[src/source/dcache_pkg.sv]
`default_nettype none

package dcache_pkg;

	// geometry
	localparam int ADDR_W         = 32;
	localparam int WORD_W         = 64;
	localparam int BYTES_PER_WORD = 8;
	localparam int WORDS_PER_LINE = 8;
	localparam int LINE_W         = 512;
	localparam int NUM_SETS       = 16;
	localparam int NUM_WAYS       = 2;

	localparam int OFFSET_W   = $clog2(LINE_W / 8);
	localparam int WORD_SEL_W = $clog2(WORDS_PER_LINE);
	localparam int INDEX_W    = $clog2(NUM_SETS);
	localparam int TAG_W      = ADDR_W - INDEX_W - OFFSET_W;

	typedef logic [WORD_W-1:0]            word_t;
	typedef logic [LINE_W-1:0]            line_t; // word 0 in low bits
	typedef logic [BYTES_PER_WORD-1:0]    byte_en_t;
	typedef logic [TAG_W-1:0]             tag_t;
	typedef logic [INDEX_W-1:0]           index_t;
	typedef logic [$clog2(NUM_WAYS)-1:0]  way_t;

	typedef struct packed {
		tag_t                             tag;
		index_t                           index;
		logic [WORD_SEL_W-1:0]            word_sel;
		logic [OFFSET_W-WORD_SEL_W-1:0]   byte_off;
	} cache_addr_t;

	typedef struct packed {
		logic        valid;
		logic        write;
		cache_addr_t addr;
		word_t       wdata;
		byte_en_t    byte_en;
	} cpu_req_t;

	typedef struct packed {
		logic  valid;
		word_t rdata;
	} cpu_resp_t;

	typedef struct packed {
		logic              cyc;
		logic              write;
		logic [ADDR_W-1:0] addr;
		word_t             data;
	} mem_req_t;

	typedef struct packed {
		logic  ack;
		logic  beat; // one returning read word
		word_t data;
	} mem_resp_t;

	typedef struct packed {
		logic   touch;
		logic   fill;
		logic   set_dirty;
		logic   clear_dirty;
		way_t   way;
		index_t index;
		tag_t   tag;
	} tag_update_t;

	typedef struct packed {
		logic                  word_we;
		logic                  line_we;
		way_t                  way; // also the read way
		index_t                index;
		logic [WORD_SEL_W-1:0] word_sel;
		byte_en_t              byte_en;
		word_t                 wdata;
		line_t                 line;
	} data_write_t;

	typedef struct packed {
		logic                       start;
		logic                       write;
		logic [ADDR_W-OFFSET_W-1:0] line_addr;
		line_t                      line;
	} line_cmd_t;

endpackage

`default_nettype wire

[src/source/dcache_tag_store.sv]
`default_nettype none
`timescale 1ns/10ps

module dcache_tag_store (
	input  wire                       clk,
	input  wire                       reset,
	input  dcache_pkg::cache_addr_t   lookup_addr,
	input  dcache_pkg::tag_update_t   update,
	output logic                      hit,
	output dcache_pkg::way_t          hit_way,
	output dcache_pkg::way_t          victim_way,
	output logic                      victim_dirty,
	output dcache_pkg::tag_t          victim_tag
);
	import dcache_pkg::*;

	tag_t                              tag_mem [NUM_WAYS][NUM_SETS];
	logic [NUM_WAYS-1:0][NUM_SETS-1:0] valid_q;
	logic [NUM_WAYS-1:0][NUM_SETS-1:0] dirty_q;
	logic [NUM_SETS-1:0]               lru_q; // lru way of each set
	logic [NUM_WAYS-1:0]               way_hit;
	index_t                            idx;

	assign idx = lookup_addr.index;

	always_comb begin
		for (int w = 0; w < NUM_WAYS; w++) begin
			way_hit[w] = valid_q[w][idx] && (tag_mem[w][idx] == lookup_addr.tag);
		end
	end

	assign hit     = |way_hit;
	assign hit_way = way_t'(way_hit[1]);

	// replace the least recently used way
	assign victim_way   = lru_q[idx];
	assign victim_dirty = valid_q[victim_way][idx] && dirty_q[victim_way][idx];
	assign victim_tag   = tag_mem[victim_way][idx];

	always_ff @(posedge clk) begin
		if (reset) begin
			valid_q <= '0;
			lru_q   <= '0;
		end else begin
			if (update.fill) begin
				valid_q[update.way][update.index] <= 1'b1;
			end
			if (update.fill || update.touch) begin
				lru_q[update.index] <= ~update.way; // other way becomes lru
			end
		end
	end

	always_ff @(posedge clk) begin
		if (update.fill) begin
			tag_mem[update.way][update.index] <= update.tag;
		end
		if (update.fill || update.clear_dirty) begin
			dirty_q[update.way][update.index] <= 1'b0;
		end else if (update.set_dirty) begin
			dirty_q[update.way][update.index] <= 1'b1;
		end
	end

endmodule

`default_nettype wire

[config.mk]
export PLATFORM = sky130hd
export DESIGN_NAME = dcache_tag_store
export DESIGN_NICKNAME = d
export VERILOG_FILES = /design/src/source/dcache_pkg.sv /design/src/source/dcache_tag_store.sv
export SDC_FILE = /design/constraint.sdc
export NUM_CORES = 1
export LEC_CHECK = 0
export BUFFER_PORTS_ARGS = -buffer_cell sky130_fd_sc_hd__buf_2
export CAP_MARGIN = 20
export CORE_ASPECT_RATIO = 1.1
export CORE_MARGIN = 8
export CORE_UTILIZATION = 35
export CTS_CLUSTER_SIZE = 40
export DETAILED_ROUTE_END_ITERATION = 10
export PLACE_DENSITY = 0.46
export SYNTH_ARGS = -nofsm -noshare
export SYNTH_HDL_FRONTEND = slang
export SYNTH_SLANG_ARGS = --single-unit
[constraint.sdc]
create_clock -name clk -period 4.09 [get_ports clk]
set_input_delay 0.409 -clock clk [delete_from_list [all_inputs] [get_ports clk]]
set_output_delay 0.409 -clock clk [all_outputs]
set_load 0.01 [all_outputs]
Word level (Yosys, flattened, before mapping)

Memories as Yosys holds them, arrays and structs flattened.
Index checks and enable logic that the tools add are counted.

Register bits after elaboration: 80
Latch bits: 0
Bits in writable memories: 704
Memory bits (read-only): 0
Output and inout bits: 26
Memories kept: 1

$add $sub $neg: 0
Multiply operators: 0
Divide/modulo/power cells: 0
Magnitude comparators: 9
Equality and inequality tests: 2
Shifts and indexed selects: 0
Mux-type cells: 34
Bitwise operators: 7
Reductions and logical operators: 10

Memories:

| name    | depth | bits a word | rd ports | clocked after memory_dff | write ports | line                   | text |
|---|---|---|---|---|---|---|---|
| tag_mem | 2     | 352         | 3        | 0                        | 1           | dcache_tag_store.sv:17 | `tag_t tag_mem [NUM_WAYS][NUM_SETS];` |

Operators by type and width:

| kind                                                                          | count |
|---|---|
| 352-bit 2-to-1 mux                                                            | 1 |
| 22-bit binary-select mux with 4-bit select                                    | 3 |
| 22-bit 2-to-1 mux                                                             | 7 |
| 22-bit demux with 4-bit select                                                | 1 |
| 16-bit 2-to-1 mux                                                             | 5 |
| 32-bit 2-to-1 mux                                                             | 2 |
| 32-bit OR                                                                     | 2 |
| 22-bit == test                                                                | 2 |
| 32-bit bitwise AND                                                            | 1 |
| 32-bit inverter                                                               | 1 |
| 1-bit binary-select mux with 4-bit select                                     | 5 |
| 16-bit bitwise mux                                                            | 1 |
| 16-bit demux with 1-bit select                                                | 1 |
| 5-bit >= comparator (second input constant)                                   | 2 |
| 4-bit by 5-bit less-than comparator with 1-bit output (second input constant) | 2 |
| 4-bit inverter with 5-bit output                                              | 2 |
| 1-bit 2-to-1 mux                                                              | 7 |
| 1-bit logical AND                                                             | 6 |
| 5-bit by 1-bit less-than comparator with 1-bit output (second input constant) | 1 |
| 1-bit demux with 4-bit select                                                 | 1 |
| 4-bit by 1-bit >= comparator with 1-bit output (second input constant)        | 1 |
| 1-bit by 2-bit less-than comparator with 1-bit output (second input constant) | 2 |
| 1-bit logical OR                                                              | 2 |
| 2-bit nonzero test                                                            | 1 |
| 3 further kinds                                                               | 3 |

Logic depth before layout (Yosys ltp)

Word-level depth: 9
Depth in mapped cells: 15
Depth with buffers taken out: 8

Worst setup path before layout

No wires, ideal clock.

Kind: input to output
From: input port lookup_addr[6] (netlist bit)
To: output port hit
Arrival time: 2.897 ns
Data required time: 3.681 ns
Setup slack: 0.784 ns
Stages: 11
Path buffers: 4
Cell sequence: buf_6 > buf_6 > buf_2 > buf_2 > mux4_2 > mux2i_1 > o221ai_1 > o21a_1 > a2111oi_0 > nand4_1 > o22ai_1

Longest elaborated chain between the ends: 7
Elaborated cells between the ends (all ways): 16

Ends and longest elaborated chain:

| item                                                   | line                   | text |
|---|---|---|
| from (decl)                                            | dcache_tag_store.sv:7  | `input dcache_pkg::cache_addr_t lookup_addr,` |
| 4-bit inverter with 5-bit output (not written as such) | dcache_tag_store.sv:28 | `way_hit[w] = valid_q[w][idx] && (tag_mem[w][idx] == lookup_addr.tag);` |
| 22-bit binary-select mux with 4-bit select             | dcache_tag_store.sv:28 |  |
| 22-bit 2-to-1 mux (not written as such) (2 in series)  | dcache_tag_store.sv:28 |  |
| 22-bit == test                                         | dcache_tag_store.sv:28 |  |
| 1-bit logical AND                                      | dcache_tag_store.sv:28 |  |
| 2-bit OR reduction (*)                                 | dcache_tag_store.sv:32 | `assign hit = \|way_hit;` |
| to (decl)                                              | dcache_tag_store.sv:9  | `output logic hit,` |

Mark *: on every way between the ends. The rest lies on a longest branch, timed or not. The select of a mux whose other input is x is not followed.

Final worst setup path

From: register lru_q[2]
To: output port victim_tag[12]

Longest elaborated chain between the ends: 6

Ends and longest elaborated chain:

| item                                                  | line                   | text |
|---|---|---|
| from (decl)                                           | dcache_tag_store.sv:20 | `logic [NUM_SETS-1:0] lru_q;` |
| from (signal, indexed assignment)                     | dcache_tag_store.sv:49 | `lru_q[update.index] <= ~update.way;` |
| 1-bit binary-select mux with 4-bit select             | dcache_tag_store.sv:36 | `assign victim_way = lru_q[idx];` |
| 1-bit 2-to-1 mux (not written as such)                | dcache_tag_store.sv:36 |  |
| memory 2 x 352 bit                                    | -                      |  |
| 22-bit binary-select mux with 4-bit select            | dcache_tag_store.sv:38 | `assign victim_tag = tag_mem[victim_way][idx];` |
| 22-bit 2-to-1 mux (not written as such) (2 in series) | dcache_tag_store.sv:38 |  |
| to (decl)                                             | dcache_tag_store.sv:13 | `output dcache_pkg::tag_t victim_tag` |

Every way passes these cells. The select of a mux whose other input is x is not followed.

==> results.py <==
metrics = {
    "cells_and_area": {
        "multiInputGateArea_um2": 12600,
        "drive_gt1_frac": 0.348,
        "finalNonFillerCells": 3738,
        "utilization": 0.420,
        "n_fill_cell": 9132,
        "layout.nets": 2355,
        "syn_to_final_growth_pct": 19.1,
        "ff_latch_area_um2": 23100,
    },
    "clock_tree": {
        "root_buffer": "clkbuf_16",
        "clock_latency_ps": 630,
        "cts_made_buffers": 86,
        "ctsHoldBuffers": 0,
        "cts-htree-levels": 3,
        "clockBufferDepth": 3,
        "cts.sinks": 784,
        "cts_tree": "built",
        "clk_pin_slew_ps": 60,
    },
    "yosys": {
        "synth_warnings": 0,
        "synth_nets": 2117,
        "synth_top_area_cell": "edfxtp_1",
        "ys_ff_latch": 784,
        "synthCells": 2052,
        "synthesis.area_um2": 36100,
        "synth.distinct_cells": 60,
        "ys_top_cells_by_area": "edfxtp_1, mux4_2, dfxtp_1",
        "synthFlopType": "edfxtp_1",
        "async_reset_ff_frac": 0,
        "synth.yosys.seq_area_share": 0.639,
        "yosysTopAreaCellShare": 0.613,
        "avgSynthCellArea_um2": 17.6,
        "synth_edf_count": 736,
        "synth.most_common_cell": "edfxtp_1",
        "synth_common_cells": "edfxtp_1, mux4_2, nor2_1",
    },
    "setup_path": {
        "required_ps": 3680,
        "path_max_fanout": 9,
        "arrival_ps": 3630,
        "start_kind": "flop",
        "crit_type": "flop to output pin",
        "end_kind": "output pin",
    },
    "sta": {
        "max_freq_ghz": 0.248,
        "slew_violations": 0,
        "hold_viol": 0,
        "period_share": 0.987,
        "skew_ps": 0,
        "period_needed_ps": 4040,
        "relSlewSlack": 0.222,
        "finalSetupViolations": 0,
        "rsz0062_at_grt": "yes",
        "fin_ws_ps": 52.0,
        "tightest_slew_ps": 1160,
    },
    "floorplan": {
        "rows": 123,
        "ios": 91,
        "die_w_um": 322,
        "die_area_um2": 114000,
        "start_util": 0.353,
        "die_h_um": 353,
        "core_um2": 102000,
    },
    "placed_design": {
        "place.gp.congestion": 0.860,
        "portBuffers": 84,
        "dp_hpwl_um": 82000,
        "place_inst": 3558,
        "place_ws_ps": -99.2,
    },
    "power_and_ir_drop": {
        "ir_drop_uv": 266,
        "total_power_mw": 18.7,
        "p_per_area_nw_per_um2": 435,
        "p_leak_nw": 13.7,
    },
    "grt": {
        "grt.total_usage": 0.225,
        "grt_pass1_vias": 23121,
        "antenna_found_initial": 8,
        "grt_max_degree": 52,
        "grt_pass1_wl_um": 182000,
        "grt-ovfl-total": 0,
    },
    "drt": {
        "wirelength_um": 130000,
        "dr.pass1.iters": 7,
        "dr_total_vias": 22309,
        "drc": 0,
        "wl_per_cell_um": 34.8,
        "drtIter0Drc": 2652,
        "vias_per_cell": 5.97,
        "antenna_left": 0,
    },
    "min_path": {
        "hp-class": "input port to flop",
    },
    "run": {
        "maxCapViolCount": 0,
    },
    "run_status": {
        "status": "finished clean",
    },
}
## registers in the layout, summed over array words and instances, names as in the netlist, named ones only
register,cells
tag_mem,704
valid_q,32
lru_q,16
## path summary, 6_finish.rpt
kind                                        to        from  cells past startpoint  slack (ps)
worst max-delay path            victim_tag[12]    lru_q[2]                     11          50
worst min-delay path                  lru_q[7]  update[30]                      4         170
worst max register to register       lru_q[10]   lru_q[10]                      2        3390
worst min register to register      valid_q[6]  valid_q[6]                      2         490
## placed cells by master (no fill, tap or decap), drive strengths merged, types with 9 or more instances in the layout
cell / synthesis / routed
a2111oi: 15 / 15
o211ai: 17 / 17
mux4: 332 / 332
inv: 10 / 11
a22o: 14 / 14
o221ai: 12 / 12
a21oi: 36 / 36
xor2: 27 / 27
nand4: 9 / 9
clkinv: 1 / 38
a211oi: 29 / 29
nor2b: 11 / 11
nand3: 46 / 46
o22ai: 23 / 23
xnor2: 15 / 15
nor2: 193 / 193
o21ai: 12 / 12
a22oi: 22 / 22
clkbuf: 54 / 115
dfxtp: 48 / 48
buf: 83 / 282
edfxtp: 736 / 736
nand2: 140 / 140
mux2i: 81 / 81
## power breakdown
part | internal [mW] | switching, mW | leakage [nW]
Clock | 4.55 | 3.27 | 1.38
Sequential | 8.87 | 0.0454 | 6.99
Combinational | 0.824 | 1.12 | 5.38
Total | 14.3 | 4.43 | 13.7
## repair_timing
| item | in CTS | in global routing |
|---|---|---|
| setup endpoints to repair | 19 | 14 |
| pin swaps | 6 | 4 |
| hold endpoints to repair | 0 | 0 |
| buffers inserted | 11 | 3 |
| resized for setup | 29 | 22 |
| gates cloned | 3 | 1 |
## layer usage
metal  up-vias  part of all wire  routed length, µm  track usage
met5         -           0.00042                 54            0
met1     11974              0.42              54900        0.310
met4         8             0.033               4240       0.0730
li1       9009                 -                  -            -
met3       218             0.070               9160       0.0363
met2      1100              0.47              61800        0.364
## kinds of logic (layout without fill, tap and decap cells)
group                     Yosys count  in the layout  synth area share
other                               0              3                 0
and+or+nand+nor                   435            435            0.0508
xor gates and xnor gates           42             42            0.0102
buffers and inverters             148            456            0.0223
muxes                             419            419             0.232
AOI/OAI and AO/OA                 224            224            0.0456
DFF                               784            784             0.639
## stage by stage
step,TNS [ps],hold WS (ps),cell area [µm²]
final,0,165,42900
after global routing,-58.3,158,42900
after CTS,0,205,42800
after detailed placement,-239,482,39600
after global placement,-203,472,39600
after floorplan,0,449,36100
## area by class of cell
cell class                      instances  share of cell area
Antenna cell                            3            0.000175
Clock buffer                          113              0.0546
Clock inverter                         45              0.0111
Inverter                               11             0.00131
Multi-Input combinational cell       1120               0.294
Sequential cell                       784               0.537
Tap cell                             1375              0.0401
Timing Repair Buffer                  285              0.0611
Timing Repair inverter                  2            0.000758
## critical path: stages, from the launching register on
cell	delay (ps)
dfxtp_2	320
mux4_2	490
a22oi_4	210
o31a_4	240
buf_12	140
clkinv_8	100
buf_12	170
mux4_2	420
a2bb2oi_1	140
nand3_1	140
nand4_1	320
buf_2	270
Power figures use the tool's default switching activity.
