File: config.mk
export PLATFORM = sky130hd
export DESIGN_NAME = dcache_line_bus
export DESIGN_NICKNAME = d
export VERILOG_FILES = /design/src/source/dcache_pkg.sv /design/src/source/dcache_line_bus.sv
export SDC_FILE = /design/constraint.sdc
export NUM_CORES = 1
export LEC_CHECK = 0
export ABC_AREA = 1
export BUFFER_PORTS_ARGS = -buffer_cell sky130_fd_sc_hd__buf_4
export CORE_AREA = 2 2 475 477
export DETAILED_ROUTE_END_ITERATION = 10
export DIE_AREA = 0 0 477 479
export PLACE_DENSITY = 0.45
export SYNTH_ARGS = -nofsm -noshare
export SYNTH_HDL_FRONTEND = slang
export SYNTH_SLANG_ARGS = --single-unit
File: constraint.sdc
create_clock -name clk -period 22.1 [get_ports clk]
set_input_delay 4.42 -clock clk [delete_from_list [all_inputs] [get_ports clk]]
set_output_delay 4.42 -clock clk [all_outputs]
set_load 0.02 [all_outputs]
File: src/source/dcache_pkg.sv
`default_nettype none

package dcache_pkg;

	// geometry
	localparam int ADDR_W         = 32;
	localparam int WORD_W         = 64;
	localparam int BYTES_PER_WORD = 8;
	localparam int WORDS_PER_LINE = 8;
	localparam int LINE_W         = 512;
	localparam int NUM_SETS       = 16;
	localparam int NUM_WAYS       = 2;

	localparam int OFFSET_W   = $clog2(LINE_W / 8);
	localparam int WORD_SEL_W = $clog2(WORDS_PER_LINE);
	localparam int INDEX_W    = $clog2(NUM_SETS);
	localparam int TAG_W      = ADDR_W - INDEX_W - OFFSET_W;

	typedef logic [WORD_W-1:0]            word_t;
	typedef logic [LINE_W-1:0]            line_t; // word 0 in low bits
	typedef logic [BYTES_PER_WORD-1:0]    byte_en_t;
	typedef logic [TAG_W-1:0]             tag_t;
	typedef logic [INDEX_W-1:0]           index_t;
	typedef logic [$clog2(NUM_WAYS)-1:0]  way_t;

	typedef struct packed {
		tag_t                             tag;
		index_t                           index;
		logic [WORD_SEL_W-1:0]            word_sel;
		logic [OFFSET_W-WORD_SEL_W-1:0]   byte_off;
	} cache_addr_t;

	typedef struct packed {
		logic        valid;
		logic        write;
		cache_addr_t addr;
		word_t       wdata;
		byte_en_t    byte_en;
	} cpu_req_t;

	typedef struct packed {
		logic  valid;
		word_t rdata;
	} cpu_resp_t;

	typedef struct packed {
		logic              cyc;
		logic              write;
		logic [ADDR_W-1:0] addr;
		word_t             data;
	} mem_req_t;

	typedef struct packed {
		logic  ack;
		logic  beat; // one returning read word
		word_t data;
	} mem_resp_t;

	typedef struct packed {
		logic   touch;
		logic   fill;
		logic   set_dirty;
		logic   clear_dirty;
		way_t   way;
		index_t index;
		tag_t   tag;
	} tag_update_t;

	typedef struct packed {
		logic                  word_we;
		logic                  line_we;
		way_t                  way; // also the read way
		index_t                index;
		logic [WORD_SEL_W-1:0] word_sel;
		byte_en_t              byte_en;
		word_t                 wdata;
		line_t                 line;
	} data_write_t;

	typedef struct packed {
		logic                       start;
		logic                       write;
		logic [ADDR_W-OFFSET_W-1:0] line_addr;
		line_t                      line;
	} line_cmd_t;

endpackage

`default_nettype wire

File: src/source/dcache_line_bus.sv
`default_nettype none
`timescale 1ns/10ps

module dcache_line_bus (
	input  wire                     clk,
	input  wire                     reset,
	input  dcache_pkg::line_cmd_t   cmd,
	output dcache_pkg::mem_req_t    mem_req,
	input  dcache_pkg::mem_resp_t   mem_resp,
	output logic                    done,
	output dcache_pkg::line_t       fill_line
);
	import dcache_pkg::*;

	typedef enum logic [1:0] {
		BUS_IDLE,
		BUS_SEND, // write beats or the read request
		BUS_RECV
	} bus_state_t;

	bus_state_t                 state_q;
	logic [WORD_SEL_W-1:0]      beat_q;
	logic                       write_q;
	logic                       done_q;
	logic [ADDR_W-OFFSET_W-1:0] line_addr_q;
	line_t                      line_q;
	line_t                      fill_q;
	logic                       last_beat;

	assign last_beat = (beat_q == WORD_SEL_W'(WORDS_PER_LINE - 1));

	always_ff @(posedge clk) begin
		if (reset) begin
			state_q <= BUS_IDLE;
			beat_q  <= '0;
			write_q <= 1'b0;
			done_q  <= 1'b0;
		end else begin
			done_q <= 1'b0;
			case (state_q)
				BUS_IDLE: begin
					if (cmd.start) begin
						write_q <= cmd.write;
						beat_q  <= '0;
						state_q <= BUS_SEND;
					end
				end
				BUS_SEND: begin
					if (mem_resp.ack) begin
						if (!write_q) begin
							state_q <= BUS_RECV;
						end else if (last_beat) begin
							done_q  <= 1'b1;
							state_q <= BUS_IDLE;
						end else begin
							beat_q <= beat_q + 1'b1;
						end
					end
				end
				BUS_RECV: begin
					if (mem_resp.beat) begin
						if (last_beat) begin
							done_q  <= 1'b1;
							state_q <= BUS_IDLE;
						end else begin
							beat_q <= beat_q + 1'b1;
						end
					end
				end
				default: state_q <= BUS_IDLE;
			endcase
		end
	end

	always_ff @(posedge clk) begin
		if (state_q == BUS_IDLE && cmd.start) begin
			line_addr_q <= cmd.line_addr;
			line_q      <= cmd.line;
		end
		if (state_q == BUS_RECV && mem_resp.beat) begin
			fill_q[beat_q*WORD_W +: WORD_W] <= mem_resp.data;
		end
	end

	always_comb begin
		mem_req.cyc   = (state_q == BUS_SEND);
		mem_req.write = (state_q == BUS_SEND) && write_q;
		if (write_q) begin
			mem_req.addr = {line_addr_q, beat_q, {(OFFSET_W - WORD_SEL_W){1'b0}}};
		end else begin
			mem_req.addr = {line_addr_q, {OFFSET_W{1'b0}}}; // line aligned
		end
		mem_req.data = line_q[beat_q*WORD_W +: WORD_W];
	end

	assign done      = done_q;
	assign fill_line = fill_q;

endmodule

`default_nettype wire

After elaboration in Yosys (flattened, before gate mapping)
Cells that the tools add are included.

$add $sub $neg: 2. Equality and inequality tests: 7. Shifts and indexed selects: 3. Mux-type cells: 19. Reductions and logical operators: 8.

Operators by type and width (count): bitwise mux 512 bit (1); variable shift 64 x 34 -> 512 bit, first input constant (1); indexed part select 512 x 10 -> 64 bit (1); indexed part select 64 x 34 -> 512 bit (1); negation 9 -> 34 bit (1); 2-to-1 mux 3 bit (5); 2-to-1 mux 2 bit (5); case mux 3 bit (3 select lines) (1); 2-to-1 mux 6 bit (1); case mux 2 bit (3 select lines) (1); AND reduction 5 bit (1); 2-to-1 mux 1 bit (4); != test 2 x 1 -> 1 bit, second input constant (2); != test 2 bit, second input constant (2); adder 3 x 1 -> 3 bit, second input constant (1); equality test 3 bit, second input constant (1); logical AND 1 bit (3); AND reduction 3 bit (1); nonzero test 3 bit (1); equality test 2 x 1 -> 1 bit, second input constant (1); equality test 2 bit, second input constant (1); logical NOT 2 bit (1); case mux 1 bit (2 select lines) (1); AND reduction 2 bit (1).

Flip-flop bits (word level): 1057. Output and inout bits: 611.

Depth between registers and ports, before layout
Depth after elaboration: 5. Gate-level depth with buffers: 13. Mapped depth without buffers: 9.

Worst setup path before layout
No wires, ideal clock.

Kind: input-to-reg. Start: in cmd[539] in the netlist's numbering. End: reg line_addr_q[0], enable pin. Library setup time: 0.886 ns. Data arrival time: 14.889 ns. Data required time: 21.214 ns. Setup slack: 6.326 ns. Cell stages on the path: 2. Cell sequence: nand2_1 > inv_1.

Word-level cells in the longest chain between the ends: 1.

RTL lines: from (decl) (RTL line dcache_line_bus.sv:7) `input dcache_pkg::line_cmd_t cmd,`; logical AND 1 bit (RTL line dcache_line_bus.sv:76) `if (state_q == BUS_IDLE && cmd.start) begin`; to (signal assigned) (RTL line dcache_line_bus.sv:77) `line_addr_q <= cmd.line_addr;`; to (decl) (RTL line dcache_line_bus.sv:25) `logic [ADDR_W-OFFSET_W-1:0] line_addr_q;`.

No other way between the ends. A chain may end at the register's enable or synchronous reset.

==> results by stage <==
Clock tree:
- The number of buffers created by CTS is 118.
- Hold repair after CTS inserted 0 buffers.
- The tree is rooted in a sky130_fd_sc_hd__clkbuf_16.
- After clock tree synthesis, the clock-pin slew on the worst setup and hold paths is 0.06 ns.
- The buffer levels on the longest clock path is 3.
- The quantity of gates resized following cts is 0.
- In this run the post-CTS setup repair buffer count came out at 0.
- In this run the number of H-tree levels came out at 3.
- The clock latency on the worst-skew pair is 0.78 ns.
- CTS saw 1057 sinks.
- The CTS tree is built.

Setup path:
- The last element of the critical path is mem_req[9].
- The worst setup path is captured at an output pin.
- The data arrival at the endpoint of the critical path is 4.61 ns.
- The startpoint class of the critical path is a flop.
- The peak fanout along the critical path is 79.
- The launch point of the worst path is beat_q[1].
- In this run the critical register-to-register path is captured at fill_line[215].
- Measured in cells, the most critical reg-to-reg path has a length of 9.
- The startpoint identified for the worst register-to-register timing path is beat_q[1].
- The flop-to-flop setup slack is 17.16 ns.
- The type of the setup path with the least slack is flop to output pin.
- The critical path data required time is 17.68 ns.

Routing:
- The violation count after the first detailed-route iteration is 2312.
- The count of antenna-violating nets left after detailed routing is 0.
- Dividing the detail-routed wire length by the instance count gives 26.2 um.
- The total detailed-routing wirelength is 199000 um.
- The number of iterations in the first detailed-routing pass is 5.
- The overall via count from detail_route is 30100.
- The vias per cell is 3.98.
- The remaining routing DRC violations is 0.

Place:
- At the end of routability-driven placement, the weighted congestion stood at 0.882.
- At the placement stage, the worst setup path has a slack of 13.68 ns.
- The HPWL after detailed placement is 151000 um.
- The cell total after placement is 7344.
- The placed instances occupy a cell area of 0.0538 mm2.
- Port buffering added 1215 buffers.

Synth:
- The number of instances in the synthesized netlist is 3292.
- The cell area after synthesis is 0.0416 mm2.
- In the synthesized netlist the async set-or-reset flop fraction comes to 0.
- The synthesized design contains 1050 enable-type register cells.
- The sequential fraction of the synthesis area is 0.762.
- In this run, distinct cell masters in the synthesized netlist total 27.
- The number of warnings printed during yosys synthesis is 0.
- Counting flops and latches in the post-synthesis netlist gives 1057.
- The average cell area after synthesis is 12.6 um2.
- In the synthesized netlist the dominant register cell turns out to be sky130_fd_sc_hd__edfxtp_1.

Cells and area:
- Compared with the post-synthesis result, the final layout area differs by 39.0%.
- The post-route non-filler standard cell count is 7575.
- The area occupied by multi-input gates is 0.00811 mm2.
- After filler insertion, the fill cell instance count of the layout stands at 23700.
- The net count of the finished layout is 5090.
- The combined flip-flop and latch cell area is 0.0317 mm2.
- The total non-filler cell area in the finished layout is 0.0577 mm2.
- The share of final-layout standard cells stronger than drive strength 1 is 0.335.

STA:
- The number of setup violations in the final report is 0.
- Setup repair after global routing left no endpoint under its margin.
- The number of pins exceeding their max-slew limit in the final report is 0.
- The worst max-slew margin expressed relative to the limit is 0.199.
- The clock skew is 0.0575 ns.
- The achievable frequency is 111 MHz.
- Of the available clock period, the critical path in the final layout requires 0.409.
- The number of endpoints with negative hold slack in the final report is 0.
- The slew of the pin with the lowest slew margin is 1.20 ns.
- For the final routed database, the setup TNS stands at 0 ns.
- Setup slack closes at 13.07 ns.
- The clock period could shrink to 9.03 ns.

Status:
- The flow ran to the end, and the final reports show no timing, DRC or antenna violations.

Power and ir drop:
- The power per cell area is 99.2 mW/mm2.
- For this design the static power due to leakage is 20.9 nW.
- The worst IR drop on VDD is 0.0000643 V.

Min path:
- The type of the tightest min-delay check is flop to flop.

Floorplan:
- The initialized floorplan defines 174 standard-cell rows.
- The die is 479 um tall.
- For this configuration, the core starts out at a cell density of 0.186.
- The full die area is 0.228 mm2.
- During I/O placement, the number of pins put on the boundary was 1219.
- The standard cell core area is 0.224 mm2.
- The die is 477 um wide.

Global routing:
- The number of global-route vias before repair is 30900.
- The first global-routing pass estimated 264000 um of wire.
- The initial antenna violation count is 41.
- Entering global routing, the biggest net connects 157 pins.
- The total overflow left after global routing is 0.
- Across every metal layer, demand over resource in global routing totals 0.167.

Run:
- Max-cap violations in this run came to 0.
## power breakdown
group,internal [mW],switching [mW]
registers,2.35,0.0585
logic,0.323,0.985
clock network,1.13,0.883
## placed cells by master (no fill, tap or decap), types with 8 or more instances in the layout
cell,count
sky130_fd_sc_hd__nor3_2,75
sky130_fd_sc_hd__nand2_1,356
sky130_fd_sc_hd__inv_1,215
sky130_fd_sc_hd__nor3_1,54
sky130_fd_sc_hd__diode_2,16
sky130_fd_sc_hd__buf_4,1255
sky130_fd_sc_hd__bufinv_16,12
sky130_fd_sc_hd__clkinvlp_4,8
sky130_fd_sc_hd__edfxtp_1,1050
sky130_fd_sc_hd__clkbuf_1,20
sky130_fd_sc_hd__clkbuf_16,119
sky130_fd_sc_hd__nor2_1,912
sky130_fd_sc_hd__clkinv_2,18
sky130_fd_sc_hd__nor2_4,9
sky130_fd_sc_hd__o21ai_0,330
sky130_fd_sc_hd__clkinv_1,27
sky130_fd_sc_hd__o21ai_1,55
## stage by stage
stage	utilization	power, mW	hold WS, ns
6_report	0.258	5.73	0.570
5_1_grt	0.258	5.97	0.580
4_1_cts	0.258	5.84	0.555
2_1_floorplan	-	3.20	0.482
3_3_place_gp	0.241	3.80	0.515
3_5_place_dp	0.241	3.81	0.546
## flip-flops by register name (all words and copies together), names as in the netlist
| register | cells |
|---|---|
| beat_q | 3 |
| done | 1 |
| fill_line | 512 |
| line_addr_q | 26 |
| line_q | 512 |
| state_q | 2 |
| write_q | 1 |
## synthesized netlist by cell type, types with 2 or more instances
| library cell | number | area [um2] |
|---|---|---|
| sky130_fd_sc_hd__nor3_1 | 65 | 325 |
| sky130_fd_sc_hd__edfxtp_1 | 1050 | 31500 |
| sky130_fd_sc_hd__inv_4 | 2 | 12.5 |
| sky130_fd_sc_hd__o21ai_1 | 55 | 275 |
| sky130_fd_sc_hd__nand3_1 | 3 | 15.0 |
| sky130_fd_sc_hd__a21oi_1 | 2 | 10.0 |
| sky130_fd_sc_hd__nand2_1 | 357 | 1340 |
| sky130_fd_sc_hd__o21ai_0 | 330 | 1650 |
| sky130_fd_sc_hd__inv_1 | 218 | 818 |
| sky130_fd_sc_hd__nand2_2 | 2 | 12.5 |
| sky130_fd_sc_hd__buf_6 | 34 | 383 |
| sky130_fd_sc_hd__dfxtp_1 | 7 | 140 |
| sky130_fd_sc_hd__inv_2 | 2 | 7.51 |
| sky130_fd_sc_hd__buf_2 | 50 | 250 |
| sky130_fd_sc_hd__buf_1 | 15 | 56.3 |
| sky130_fd_sc_hd__ha_1 | 10 | 125 |
| sky130_fd_sc_hd__clkbuf_1 | 83 | 312 |
| sky130_fd_sc_hd__nor2_1 | 920 | 3450 |
| sky130_fd_sc_hd__buf_4 | 16 | 120 |
| sky130_fd_sc_hd__nor3_2 | 64 | 641 |
## worst max-delay path, stage by stage (launching register included)
cell and delay [ns]:
sky130_fd_sc_hd__dfxtp_4 0.88, sky130_fd_sc_hd__buf_4 0.58, sky130_fd_sc_hd__buf_4 0.64, sky130_fd_sc_hd__buf_4 0.72, sky130_fd_sc_hd__o21ai_0 0.25, sky130_fd_sc_hd__o21ai_0 0.20
sky130_fd_sc_hd__nand2_1 0.07, sky130_fd_sc_hd__nand2_1 0.13, sky130_fd_sc_hd__buf_4 0.15
## worst min-delay path by stage
stage               startpoint    endpoint  slack (ns)  depth (start not counted)
floorplan              write_q     write_q        0.48                          2
global placement    state_q[0]  state_q[0]        0.51                          2
detailed placement  state_q[0]  state_q[0]        0.55                          2
CTS                 state_q[0]  state_q[0]        0.56                          2
global route        state_q[0]  state_q[0]        0.58                          2
finish              state_q[0]  state_q[0]        0.57                          2
## layer usage
metal  global-route usage  vias up  share of wire
met5                    0        -        0.00097
met4               0.0786       30          0.049
met3               0.0472      279          0.077
met2                0.297     1330           0.51
met1                0.184    14900           0.37
li1                     -    13600              -
## logic make-up after synthesis
| kind of cell | count (synthesis) | share of synthesized area |
|---|---|---|
| adder cells (fa/ha/maj) | 10 | 0.00301 |
| buffers and inverters | 420 | 0.0472 |
| other | 1 | 0.0000903 |
| flip-flops | 1057 | 0.762 |
| AND/OR/NAND/NOR | 1416 | 0.141 |
| AO/OA/AOI/OAI | 388 | 0.0468 |
## layout make-up
cell class,count,share of cell area
clock inverters,76,0.0142
multi-input cells,1817,0.140
diodes,16,0.000693
repair buffers,1256,0.163
clock buffers,139,0.0529
well taps,2992,0.0648
flip-flops and latches,1057,0.549
inverters,222,0.0149
No activity file was read; power rests on OpenSTA's default activity.
